[src/cmd_pkg.sv]
package cmd_pkg;

    localparam int CMD_ADDR_BITS = 14; // slave register address width

    // one register write as seen by the slaves
    typedef struct packed {
        logic [CMD_ADDR_BITS-1:0] addr; // register address
        logic [31:0]              data; // register data
    } cmd_word_t;                       // 46 bits in all

    typedef enum logic [1:0] {
        SRC_NONE = 2'd0, // nothing issued this cycle
        SRC_SEQ  = 2'd1, // frame sequencer holding register
        SRC_HOST = 2'd2  // host write fifo
    } cmd_src_e;

    typedef enum logic [1:0] {
        SER_IDLE   = 2'd0, // no byte on byte_ad
        SER_SINGLE = 2'd1, // strobe cycle of a one-byte command
        SER_STREAM = 2'd2  // inside a multi-byte stream
    } ser_state_e;

    typedef logic [2:0] cmd_len_t; // bytes per command, 1..6

    // index is the 4-bit length field taken from the command address
    localparam cmd_len_t CMD_LEN_TABLE [16] = '{
        3'd1, // 0: address low only
        3'd2, // 1: address low and high
        3'd3, // 2: address plus data byte 0
        3'd4, // 3: up to data byte 1
        3'd5, // 4: up to data byte 2
        3'd6, // 5: full word
        3'd6, // 6
        3'd6, // 7
        3'd6, // 8
        3'd6, // 9
        3'd6, // 10
        3'd6, // 11
        3'd6, // 12
        3'd6, // 13
        3'd6, // 14
        3'd6  // 15
    };

endpackage

[src/cmd_host_fifo.sv]
`timescale 1ns/1ps

module cmd_host_fifo #(
    parameter int unsigned                        FIFO_DEPTH = 4,        // power of two
    parameter logic [cmd_pkg::CMD_ADDR_BITS-1:0] CTRL_BASE  = 14'h2000, // window base
    parameter logic [cmd_pkg::CMD_ADDR_BITS-1:0] CTRL_MASK  = 14'h3c00  // bits compared
) (
    input  logic               rst,         // clock
    input  logic               mclk,        // async reset, active high
    input  logic               host_wr,     // single-cycle write strobe
    input  cmd_pkg::cmd_word_t host_cmd,    // address/data with host_wr
    input  logic               fifo_pop,    // controller takes the head entry
    output cmd_pkg::cmd_word_t fifo_cmd,    // head entry
    output logic               fifo_nempty, // at least one entry queued
    output logic               busy         // host should hold off
);

    import cmd_pkg::*;

    localparam int unsigned PTR_BITS = (FIFO_DEPTH > 1) ? $clog2(FIFO_DEPTH) : 1;
    localparam int unsigned CNT_BITS = PTR_BITS + 1;   // count has to reach FIFO_DEPTH

    cmd_word_t            mem [FIFO_DEPTH]; // entry storage
    logic [PTR_BITS-1:0]  wr_ptr;           // next slot to write
    logic [PTR_BITS-1:0]  rd_ptr;           // current head slot
    logic [CNT_BITS-1:0]  count;            // entries held
    logic                 in_window;        // address hits the control window
    logic                 full;
    logic                 push;
    logic                 pop;
    logic                 busy_r;

    // only the masked address bits are compared against the base
    assign in_window = ((host_cmd.addr ^ CTRL_BASE) & CTRL_MASK) == '0;

    assign full = (count == CNT_BITS'(FIFO_DEPTH));
    assign push = host_wr && in_window && !full; // a write into a full fifo is lost
    assign pop  = fifo_pop && fifo_nempty;       // ignore a pop of an empty fifo

    // storage has no reset, entries are only read below count
    always_ff @(posedge rst) begin
        if (push) begin
            mem[wr_ptr] <= host_cmd;
        end
    end

    always_ff @(posedge rst or posedge mclk) begin
        if (mclk) begin
            wr_ptr <= '0;
            rd_ptr <= '0;
        end else begin
            if (push) begin
                wr_ptr <= wr_ptr + PTR_BITS'(1); // wraps at the power-of-two depth
            end
            if (pop) begin
                rd_ptr <= rd_ptr + PTR_BITS'(1);
            end
        end
    end

    always_ff @(posedge rst or posedge mclk) begin
        if (mclk) begin
            count <= '0;
        end else begin
            case ({push, pop})
                2'b10:   count <= count + CNT_BITS'(1);
                2'b01:   count <= count - CNT_BITS'(1);
                default: count <= count; // idle, or push and pop together
            endcase
        end
    end

    // busy follows the occupancy one cycle late
    always_ff @(posedge rst or posedge mclk) begin
        if (mclk) begin
            busy_r <= 1'b0;
        end else begin
            busy_r <= (count >= CNT_BITS'(FIFO_DEPTH / 2));
        end
    end

    assign fifo_cmd    = mem[rd_ptr];
    assign fifo_nempty = (count != '0);
    assign busy        = busy_r;

endmodule

[src/cmd_arb_ctrl.sv]
`timescale 1ns/1ps

module cmd_arb_ctrl (
    input  logic               rst,         // clock
    input  logic               mclk,        // async reset, active high
    input  logic               seq_wr,      // sequencer request, held until seq_ack
    input  cmd_pkg::cmd_word_t seq_cmd,     // sequencer address/data
    output logic               seq_ack,     // sequencer command taken at this edge
    input  cmd_pkg::cmd_word_t fifo_cmd,    // head of the host fifo
    input  logic               fifo_nempty, // host command waiting
    output logic               fifo_pop,    // host head consumed
    input  logic               can_start,   // serializer ready for a load
    output logic               start,       // load strobe to the serializer
    output cmd_pkg::cmd_word_t start_cmd,   // command to load
    output cmd_pkg::cmd_src_e  start_src    // its source
);

    import cmd_pkg::*;

    logic      hold_full; // holding register has a pending sequencer command
    cmd_word_t hold_cmd;  // the pending sequencer command
    cmd_src_e  sel;       // source chosen this cycle

    // sequencer beats host, nothing is chosen while the serializer is busy
    always_comb begin
        sel = SRC_NONE;
        if (can_start) begin
            if (hold_full) begin
                sel = SRC_SEQ;
            end else if (fifo_nempty) begin
                sel = SRC_HOST;
            end
        end
    end

    always_comb begin
        case (sel)
            SRC_SEQ: start_cmd = hold_cmd;
            default: start_cmd = fifo_cmd; // don't care with SRC_NONE
        endcase
    end

    assign start     = (sel != SRC_NONE);
    assign start_src = sel;
    assign fifo_pop  = (sel == SRC_HOST);

    // holding register frees up in the same cycle it is started
    assign seq_ack = seq_wr && (!hold_full || (sel == SRC_SEQ));

    always_ff @(posedge rst or posedge mclk) begin
        if (mclk) begin
            hold_full <= 1'b0;
        end else begin
            hold_full <= seq_ack || (hold_full && (sel != SRC_SEQ));
        end
    end

    always_ff @(posedge rst) begin
        if (seq_ack) begin
            hold_cmd <= seq_cmd; // eligible from the next cycle
        end
    end

endmodule

[src/cmd_serializer.sv]
`timescale 1ns/1ps

module cmd_serializer #(
    parameter int unsigned LEN_LSB = 6 // lowest address bit of the length index
) (
    input  logic               rst,       // clock
    input  logic               mclk,      // async reset, active high
    input  logic               start,     // load a new command this cycle
    input  cmd_pkg::cmd_word_t start_cmd, // command to load
    input  cmd_pkg::cmd_src_e  start_src, // where start_cmd came from
    output logic               can_start, // a load is allowed in this cycle
    output logic               ad_stb,    // first byte and parallel word valid
    output cmd_pkg::cmd_word_t par_cmd,   // parallel address/data
    output logic [7:0]         byte_ad,   // AL, AH, D0..D3
    output cmd_pkg::cmd_src_e  last_src   // source of the current command
);

    import cmd_pkg::*;

    localparam int unsigned PAD_BITS = 16 - CMD_ADDR_BITS; // address padded to two bytes

    logic [47:0] shift_r;    // {data, padded address}, low byte on the bus
    logic        ad_stb_r;
    ser_state_e  state_r;    // current phase
    cmd_len_t    rem_r;      // bytes still to follow the current one
    cmd_len_t    len_in;     // length of the command being loaded
    cmd_src_e    last_src_r;

    // length index sits inside the address
    assign len_in = CMD_LEN_TABLE[start_cmd.addr[LEN_LSB +: 4]];

    // payload shifts down one byte each cycle, zeros come in from the top
    always_ff @(posedge rst) begin
        if (start) begin
            shift_r <= {start_cmd.data, {PAD_BITS{1'b0}}, start_cmd.addr};
        end else begin
            shift_r <= {8'h00, shift_r[47:8]};
        end
    end

    always_ff @(posedge rst or posedge mclk) begin
        if (mclk) begin
            ad_stb_r <= 1'b0;
        end else begin
            ad_stb_r <= start; // strobe one cycle after the load request
        end
    end

    always_ff @(posedge rst or posedge mclk) begin
        if (mclk) begin
            state_r <= SER_IDLE;
            rem_r   <= '0;
        end else if (start) begin
            rem_r <= len_in - cmd_len_t'(1); // strobe cycle carries the first byte
            if (len_in == cmd_len_t'(1)) begin
                state_r <= SER_SINGLE;
            end else begin
                state_r <= SER_STREAM;
            end
        end else begin
            case (state_r)
                SER_SINGLE: state_r <= SER_IDLE;
                SER_STREAM: begin
                    if (rem_r == '0) begin
                        state_r <= SER_IDLE; // last byte just went out
                    end else begin
                        rem_r <= rem_r - cmd_len_t'(1);
                    end
                end
                default:    state_r <= SER_IDLE;
            endcase
        end
    end

    always_ff @(posedge rst or posedge mclk) begin
        if (mclk) begin
            last_src_r <= SRC_NONE;
        end else if (start) begin
            last_src_r <= start_src;
        end
    end

    // idle, strobe of a one-byte command, or last byte of a stream
    assign can_start = (state_r == SER_IDLE) || (state_r == SER_SINGLE) ||
                       ((state_r == SER_STREAM) && (rem_r == '0));

    assign ad_stb       = ad_stb_r;
    assign par_cmd.addr = shift_r[CMD_ADDR_BITS-1:0]; // valid with ad_stb only
    assign par_cmd.data = shift_r[47:16];
    assign byte_ad      = (state_r != SER_IDLE) ? shift_r[7:0] : 8'h00; // zero past the length
    assign last_src     = last_src_r;

endmodule

[src/cmd_mux_top.sv]
`timescale 1ns/1ps

module cmd_mux_top #(
    parameter int unsigned                        FIFO_DEPTH = 4,        // host fifo entries
    parameter logic [cmd_pkg::CMD_ADDR_BITS-1:0] CTRL_BASE  = 14'h2000, // control window base
    parameter logic [cmd_pkg::CMD_ADDR_BITS-1:0] CTRL_MASK  = 14'h3c00, // control window mask
    parameter int unsigned                        LEN_LSB    = 6         // length index position
) (
    input  logic               rst,      // clock
    input  logic               mclk,     // async reset, active high
    input  logic               host_wr,  // host write strobe
    input  cmd_pkg::cmd_word_t host_cmd,
    output logic               busy,     // host should stop writing
    input  logic               seq_wr,   // sequencer request
    input  cmd_pkg::cmd_word_t seq_cmd,
    output logic               seq_ack,  // combinational accept
    output logic               ad_stb,   // slave strobe
    output cmd_pkg::cmd_word_t par_cmd,  // parallel word to slaves
    output logic [7:0]         byte_ad,  // serial bytes to slaves
    output cmd_pkg::cmd_src_e  cmd_src   // source of the command on the bus
);

    import cmd_pkg::*;

    cmd_word_t fifo_cmd;
    logic      fifo_nempty;
    logic      fifo_pop;
    logic      can_start;
    logic      start;
    cmd_word_t start_cmd;
    cmd_src_e  start_src;

    cmd_host_fifo #(
        .FIFO_DEPTH (FIFO_DEPTH),
        .CTRL_BASE  (CTRL_BASE),
        .CTRL_MASK  (CTRL_MASK)
    ) u_fifo (
        .rst         (rst),
        .mclk        (mclk),
        .host_wr     (host_wr),
        .host_cmd    (host_cmd),
        .fifo_pop    (fifo_pop),
        .fifo_cmd    (fifo_cmd),
        .fifo_nempty (fifo_nempty),
        .busy        (busy)
    );

    cmd_arb_ctrl u_ctrl (
        .rst         (rst),
        .mclk        (mclk),
        .seq_wr      (seq_wr),
        .seq_cmd     (seq_cmd),
        .seq_ack     (seq_ack),
        .fifo_cmd    (fifo_cmd),
        .fifo_nempty (fifo_nempty),
        .fifo_pop    (fifo_pop),
        .can_start   (can_start),
        .start       (start),
        .start_cmd   (start_cmd),
        .start_src   (start_src)
    );

    cmd_serializer #(
        .LEN_LSB (LEN_LSB)
    ) u_ser (
        .rst       (rst),
        .mclk      (mclk),
        .start     (start),
        .start_cmd (start_cmd),
        .start_src (start_src),
        .can_start (can_start),
        .ad_stb    (ad_stb),
        .par_cmd   (par_cmd),
        .byte_ad   (byte_ad),
        .last_src  (cmd_src)
    );

endmodule

[config.mk]
export PLATFORM = sky130hd
export DESIGN_NAME = cmd_mux_top
export DESIGN_NICKNAME = d
export VERILOG_FILES = /design/src/cmd_pkg.sv /design/src/cmd_host_fifo.sv /design/src/cmd_arb_ctrl.sv /design/src/cmd_serializer.sv /design/src/cmd_mux_top.sv
export SDC_FILE = /design/constraint.sdc
export NUM_CORES = 1
export LEC_CHECK = 0
export BUFFER_PORTS_ARGS = -buffer_cell sky130_fd_sc_hd__clkbuf_2
export CORE_MARGIN = 2
export CORE_UTILIZATION = 62
export CTS_CLUSTER_SIZE = 20
export DETAILED_ROUTE_END_ITERATION = 7
export GPL_ROUTABILITY_DRIVEN = 0
export GPL_TIMING_DRIVEN = 0
export HOLD_SLACK_MARGIN = 0.03
export PLACE_DENSITY = 0.82
export SYNTH_ARGS = -nofsm -noshare
export SYNTH_HDL_FRONTEND = slang
export SYNTH_HIERARCHICAL = 1
export SYNTH_SLANG_ARGS = --single-unit
[constraint.sdc]
create_clock -name rst -period 5.3 [get_ports rst]
set_clock_uncertainty 0.15 [all_clocks]
set_input_delay 1.06 -clock rst [delete_from_list [all_inputs] [get_ports rst]]
set_output_delay 1.06 -clock rst [all_outputs]
set_load 0.005 [all_outputs]
==> flow_metrics.env, run 1 <==
export IMPL_p_leak_nw=5.31
export IMPL_wl_mm=23.4
export IMPL_clock_sinks=295
export IMPL_synth_area_sq_um=11600
export IMPL_crit_arrival_ps=2530
export IMPL_switchingPower_w=0.00223
export IMPL_clkTransAtPathRegs_ps=60
export IMPL_combPwrFrac_pct=34.8
export IMPL_synth_nets=700
export IMPL_grt_pass1_vias=6325
export IMPL_firstDrtPassIters=4
export IMPL_worst_setup_path_type="flip-flop to primary output"
export IMPL_die_w_um=141
export IMPL_layout_common_cells="230 x edfxtp_1, 154 x clkbuf_2, 48 x buf_4, 48 x dfxtp_1, 46 x mux4_2"
export IMPL_final_antenna_net_count=0
export IMPL_maxSlewViolCount=0
export IMPL_worstRegToRegCells=16
export IMPL_slowest_delay_ps=460
export IMPL_reg2reg_to="u_ser/state_r[1]"
export IMPL_hold_buffers=0
export IMPL_peakVddDrop_mv=0.350
export IMPL_antenna_found_initial=0
export IMPL_startpoint_type="flip-flop"
export IMPL_startpoint="u_ser/rem_r[0]"
export IMPL_ctsHtreeMaxLevel=1
export IMPL_setup_viol=0
export IMPL_yosysWarnings=6
export IMPL_cts_resized=0
export IMPL_r2r_start="u_ser/rem_r[0]"
export IMPL_worst_slew_pin_slew_ps=824
export IMPL_synthArstFlopShare_pct=5.76
export IMPL_routedWlPerCell_um=22.5
export IMPL_worstSetupEndpointType="primary output"
export IMPL_hold_viol_final=0
export IMPL_rows=50
export IMPL_grt_max_degree=33
export IMPL_start_util_pct=62.7
export IMPL_clkPwrFrac_pct=25.1
export IMPL_via_per_inst=5.64
export IMPL_topRoutingLayerUsed="met4"
export IMPL_synth_edf_count=230
export IMPL_nets=891
export IMPL_dp_final_hpwl_mm=15.7
export IMPL_io_pins=155
export IMPL_dieArea_sq_um=19800
export IMPL_fp_dieH_um=141
export IMPL_area_growth_pct=17.9
export IMPL_fmax_mhz=267
export IMPL_final_common_cell="edfxtp_1"
export IMPL_wl_met2_mm=11.9
export IMPL_hold_class="primary input to async pin"
export IMPL_place_inst=986
export IMPL_grt_pass1_wl_mm=35.6
export IMPL_cts_tree="built"
export IMPL_ys_seq_area_share_pct=71.4
export IMPL_grt_overflow=0
export IMPL_clock_latency_ps=550
export IMPL_path_cells="inv_1 > ha_1 > nand2b_1 > o21ai_0 > or2b_1 > and2_2 > clkbuf_2"
export IMPL_synth_flop_cell="edfxtp_1"
export IMPL_fin_crit_ps=3740
export IMPL_maxSlewHeadroom_pct=45.0
export IMPL_drive_gt1_share_pct=45.3
export IMPL_path_delay_family="simple AND/OR/NAND/NOR gates"
export IMPL_critPathMaxFanout=16
export IMPL_fin_crit_sh_pct=70.6
export IMPL_placed_cell_area_sq_um=12800
export IMPL_final_cell_area_sq_um=13700
export IMPL_drt_met1_wl_mm=9.12
export IMPL_coreArea_sq_um=18500
export IMPL_p_int_w=0.00545
export IMPL_vias=5879
export IMPL_syn_area_per_cell_sq_um=19.6
export IMPL_rsz0062_at_grt="false"
export IMPL_cts_root_buf="clkbuf_16"
export IMPL_netSwitchingFraction_pct=29.0
export IMPL_power_density_nw_per_um2=561
export IMPL_final_cells=1042
export IMPL_n_antenna_cell=0
export IMPL_cts_buffer_depth=3
export IMPL_synthCells=593
export IMPL_io_buffers=154
export IMPL_crit_buf_inv=2
export IMPL_numCtsBuffers=30
export IMPL_met3_length_mm=1.62
export IMPL_post_cts_buffers=0
export IMPL_cp_slowest_cell="and2_2"
export IMPL_post_route_drc_count=0
export IMPL_fin_util_pct=74.0
export IMPL_track_usage_pct=24.1
export IMPL_seq_power_share_pct=40.1
export IMPL_reg2reg_slack_ps=2060
export IMPL_maxCapViolCount=0
export IMPL_outcome="complete, no violations"
export IMPL_worstPathRequired_ps=4090
export IMPL_drt_first_iter_violations=406
export IMPL_synth_seq_cells=295
export IMPL_tns_ps=0
export IMPL_synth_distinct_cells=40
-- flip-flops by register name, indices dropped and copies added (netlist names), 2 cells and up --
name             flops
u_ser/last_src       2
u_ser/shift_r       48
u_fifo/rd_ptr        2
u_ser/state_r        2
u_fifo/wr_ptr        2
u_ctrl/hold_cmd     46
u_fifo/mem         184
u_ser/rem_r          3
u_fifo/count         3
-- worst max-delay path by stage --
stage / endpoint / slack [ps] / cells past startpoint
after floorplan: seq_ack / 1860 / 6
after global placement: seq_ack / 580 / 7
after detailed placement: u_fifo/mem[1][24] / 1850 / 5
after CTS: seq_ack / 1530 / 7
after global routing: seq_ack / 1320 / 7
final: seq_ack / 1560 / 7
-- through the flow --
step | hold slack [ps] | setup WS [ps] | total power [W]
3_3_place_gp | 280 | 576 | 0.00571
5_1_grt | 187 | 1320 | 0.00804
2_1_floorplan | 260 | 1860 | 0.00497
3_5_place_dp | 300 | 1850 | 0.00581
6_report | 206 | 1560 | 0.00768
4_1_cts | 181 | 1530 | 0.00775
-- power groups by stage --
stage	clock network [W]	logic, W	registers (W)
6_report	0.00193	0.00267	0.00308
4_1_cts	0.00196	0.00271	0.00308
2_1_floorplan	0	0.00194	0.00303
3_5_place_dp	0	0.00269	0.00312
3_3_place_gp	0	0.00260	0.00312
5_1_grt	0.00204	0.00289	0.00311
-- cell type report --
cell class              count  area, sq um
clock inverters            11         65.1
inverters                  15         56.3
clock buffers              45          850
plain buffers              68          514
well taps                 234          293
fillers                  1106         4820
flip-flops and latches    295         8290
repair buffers            159          871
multi-input cells         215         2760
-- synthesized netlist by cell type, types with 2 or more instances --
cell / instances / area share [%]
and2_1: 13 / 0.70
buf_2: 9 / 0.39
buf_4: 48 / 3.1
buf_6: 9 / 0.87
clkbuf_1: 2 / 0.065
dfrtp_1: 17 / 3.7
dfxtp_1: 48 / 8.3
edfxtp_1: 230 / 59
ha_1: 10 / 1.1
inv_1: 15 / 0.48
mux2_1: 41 / 4.0
mux2_2: 17 / 1.6
mux2_4: 29 / 3.7
mux2i_1: 2 / 0.17
mux4_2: 46 / 8.9
nand2_1: 5 / 0.16
nand2b_1: 4 / 0.22
nand3b_1: 2 / 0.13
nor2_1: 7 / 0.23
nor2b_1: 13 / 0.70
o21ai_1: 2 / 0.086
or4_1: 2 / 0.13
xnor2_1: 3 / 0.23
xor2_1: 3 / 0.23
-- routing by layer --
layer  global-route usage, %  vias to the layer above
met4                    8.63                        0
met2                    40.8                      230
met5                       0                        -
met1                    31.4                     2986
li1                        -                     2613
met3                    4.99                       50
-- logic make-up (layout without fill, tap and decap cells) --
kind of cell / count (synthesis) / in the layout / synth area share (%)
compound gates: 10 / 10 / 0.646
xor+xnor: 6 / 6 / 0.452
fa+ha+maj: 11 / 11 / 1.25
buf+inv: 83 / 298 / 4.91
flops: 295 / 295 / 71.4
mux: 135 / 135 / 18.5
simple gates: 53 / 53 / 2.89
Note: power is estimated with default switching activity, not from simulation.
==> inputs of run 2 (changes only) <==
--- a/config.mk
+++ b/config.mk
@@ -7,13 +7,13 @@
 export LEC_CHECK = 0
 export BUFFER_PORTS_ARGS = -buffer_cell sky130_fd_sc_hd__clkbuf_2
 export CORE_MARGIN = 2
-export CORE_UTILIZATION = 62
+export CORE_UTILIZATION = 52
 export CTS_CLUSTER_SIZE = 20
 export DETAILED_ROUTE_END_ITERATION = 7
 export GPL_ROUTABILITY_DRIVEN = 0
 export GPL_TIMING_DRIVEN = 0
 export HOLD_SLACK_MARGIN = 0.03
-export PLACE_DENSITY = 0.82
+export PLACE_DENSITY = 0.73
 export SYNTH_ARGS = -nofsm -noshare
 export SYNTH_HDL_FRONTEND = slang
 export SYNTH_HIERARCHICAL = 1
==> constraint.sdc (replaced) <==
create_clock -name rst -period 3.21 [get_ports rst]
set_clock_uncertainty 0.15 [all_clocks]
set_input_delay 0.642 -clock rst [delete_from_list [all_inputs] [get_ports rst]]
set_output_delay 0.642 -clock rst [all_outputs]
set_load 0.005 [all_outputs]
==> run 2 against run 1 <==
  * Via count down 0.20%
  * Sequential share of layout area is 0.95 points lower
  * Setup slack lost 1400 ps
  * Critical path depth grew 2
  * Non-clock buffer count rose by 10
  * Sequential cell count stayed put
  * Wire length rose by 2.7%
  * Register-to-register slack worse by 1900 ps
  * Clock-buffer cell count unchanged
  * Global-route usage decreased by 3.6 points
  * Clock power rose by 69%
  * Cell count is 5.4% higher
  * Highest routed layer unchanged
==> flow_metrics.env, run 2 (synthesis results as in run 1) <==
export IMPL_outcome="complete, no violations"
export IMPL_regMostFlops="u_fifo/mem"
export IMPL_drive_gt1_share_pct=47.1
export IMPL_startpoint_type="flip-flop"
export IMPL_layout_common_cells="230 x edfxtp_1, 154 x clkbuf_2, 58 x buf_4"
export IMPL_met3_length_mm=1.63
export IMPL_maxSlewHeadroom_pct=38.5
export IMPL_firstDrtPassIters=4
export IMPL_worstPathRequired_ps=2420
export IMPL_coreArea_sq_um=21900
export IMPL_post_route_drc_count=0
export IMPL_final_cells=1098
export IMPL_largest_reg_flops=184
export IMPL_drt_met1_wl_mm=10.1
export IMPL_fmax_mhz=323
export IMPL_maxSlewViolCount=0
export IMPL_reg2reg_slack_ps=150
export IMPL_worst_slew_pin_slew_ps=922
export IMPL_reg2reg_to="u_ser/state_r[1]"
export IMPL_path_delay_family="buffers and inverters"
export IMPL_final_antenna_net_count=0
export IMPL_fp_dieH_um=153
export IMPL_dieArea_sq_um=23600
export IMPL_dpl_worst_slack_ps=-85.4
export IMPL_slowest_delay_ps=410
export IMPL_hold_class="primary input to flip-flop"
export IMPL_final_common_cell="edfxtp_1"
export IMPL_area_growth_pct=19.9
export IMPL_cp_slowest_cell="dfrtp_1"
export IMPL_hold_viol_final=0
export IMPL_critPathMaxFanout=30
export IMPL_finalPower_w=0.0130
export IMPL_p_leak_nw=5.40
export IMPL_cts_buffer_depth=3
export IMPL_drt_first_iter_violations=375
export IMPL_cts_root_buf="clkbuf_16"
export IMPL_path_cells="inv_2 > ha_4 > nand2b_1 > o21ai_2 > buf_4 > or2b_1 > and2_4 > buf_12 > clkbuf_2"
export IMPL_io_pins=155
export IMPL_topRoutingLayerUsed="met4"
export IMPL_nFillCells=1549
export IMPL_nets=901
export IMPL_clock_latency_ps=540
export IMPL_peakVddDrop_mv=0.464
export IMPL_grt_pass1_vias=6259
export IMPL_worstSetupEndpointType="primary output"
export IMPL_routedWlPerCell_um=21.9
export IMPL_wl_met2_mm=11.8
export IMPL_io_buffers=154
export IMPL_dp_final_hpwl_mm=15.9
export IMPL_final_cell_area_sq_um=13900
export IMPL_start_util_pct=53.1
export IMPL_fin_crit_sh_pct=96.3
export IMPL_worst_setup_path_type="flip-flop to primary output"
export IMPL_ctsHtreeMaxLevel=1
export IMPL_register_area_sq_um=8290
export IMPL_fin_crit_ps=3090
export IMPL_multi_input_area_sq_um=2800
export IMPL_via_per_inst=5.34
export IMPL_wl_mm=24.1
export IMPL_crit_buf_inv=4
export IMPL_vias=5867
export IMPL_setup_ws_ps=118
export IMPL_clock_sinks=295
export IMPL_startpoint="u_ser/rem_r[0]"
export IMPL_n_antenna_cell=0
export IMPL_endpoint="seq_ack"
export IMPL_setup_viol=0
export IMPL_clkTransAtPathRegs_ps=60
export IMPL_antenna_found_initial=0
export IMPL_grt_max_degree=31
export IMPL_r2r_start="u_ser/rem_r[0]"
export IMPL_cts_tree="built"
export IMPL_largest_registers="u_fifo/mem (184), u_ser/shift_r (48), u_ctrl/hold_cmd (46)"
export IMPL_maxCapViolCount=0
export IMPL_grt_overflow=0
export IMPL_grt_pass1_wl_mm=36.4
export IMPL_power_density_nw_per_um2=932
export IMPL_hold_depth=1
export IMPL_numCtsBuffers=30
export IMPL_place_inst=1032
export IMPL_hold_ws_ps=119
export IMPL_cp_depth=9
export IMPL_placed_cell_area_sq_um=12800
export IMPL_track_usage_pct=20.5
export IMPL_crit_arrival_ps=2300
export IMPL_die_w_um=153
export IMPL_worstRegToRegCells=16
export IMPL_rows=54
run 2: cell count changes in the layout (fill, tap and decap cells not counted), sizes merged:
cell / change
dlygate4sd3: +1
buf: +10
clkbuf: -1
bufinv: +1
clkinv: -1
run 2: routing by layer:
layer	vias up	track usage [%]
met3	37	3.54
met4	0	4.98
met5	-	0
li1	2645	-
met1	2983	28.2
met2	202	34.6
run 2: cell type report:
class | instances | area share, %
clock buffers | 45 | 6.17
well taps | 280 | 2.52
clock inverters | 11 | 0.539
flip-flops and latches | 295 | 59.6
multi-input cells | 215 | 20.1
inverters | 15 | 0.404
plain buffers | 67 | 3.86
repair buffers | 170 | 6.87
run 2: power breakdown:
part / leakage, nW / internal (W) / switching [W] / total [W]
combinational: 2.25 / 0.00257 / 0.00200 / 0.00456
clock: 0.460 / 0.00191 / 0.00135 / 0.00326
sequential: 2.69 / 0.00475 / 0.000395 / 0.00515
total: 5.40 / 0.00923 / 0.00374 / 0.0130
run 2: how the worst min path moves through the flow:
stage                      startpoint                  end  slack, ps
finish                    seq_cmd[25]  u_ctrl/hold_cmd[25]        120
global route              seq_cmd[19]  u_ctrl/hold_cmd[19]        100
CTS                       seq_cmd[25]  u_ctrl/hold_cmd[25]        100
detailed placement  u_ser/shift_r[15]     u_ser/shift_r[7]        270
global placement    u_ser/shift_r[14]     u_ser/shift_r[6]        280
floorplan                        mclk     u_ctrl/hold_full        220
run 2: metrics by stage:
stage                     setup TNS, ps  utilization (%)
after floorplan                       0                -
after global placement          -197800             58.2
after detailed placement          -85.4             58.7
after CTS                             0             63.1
after global routing              -23.2             63.6
final                                 0             63.6
run 2: timing repair:
action / in CTS / in global routing
hold endpoints to repair: 17 / 0
setup buffers: 1 / 9
gates cloned: 0 / 0
endpoints found under the setup margin: 2 / 3
gates resized for setup: 3 / 15
hold buffers: 1 / 0
pin swaps: 1 / 4
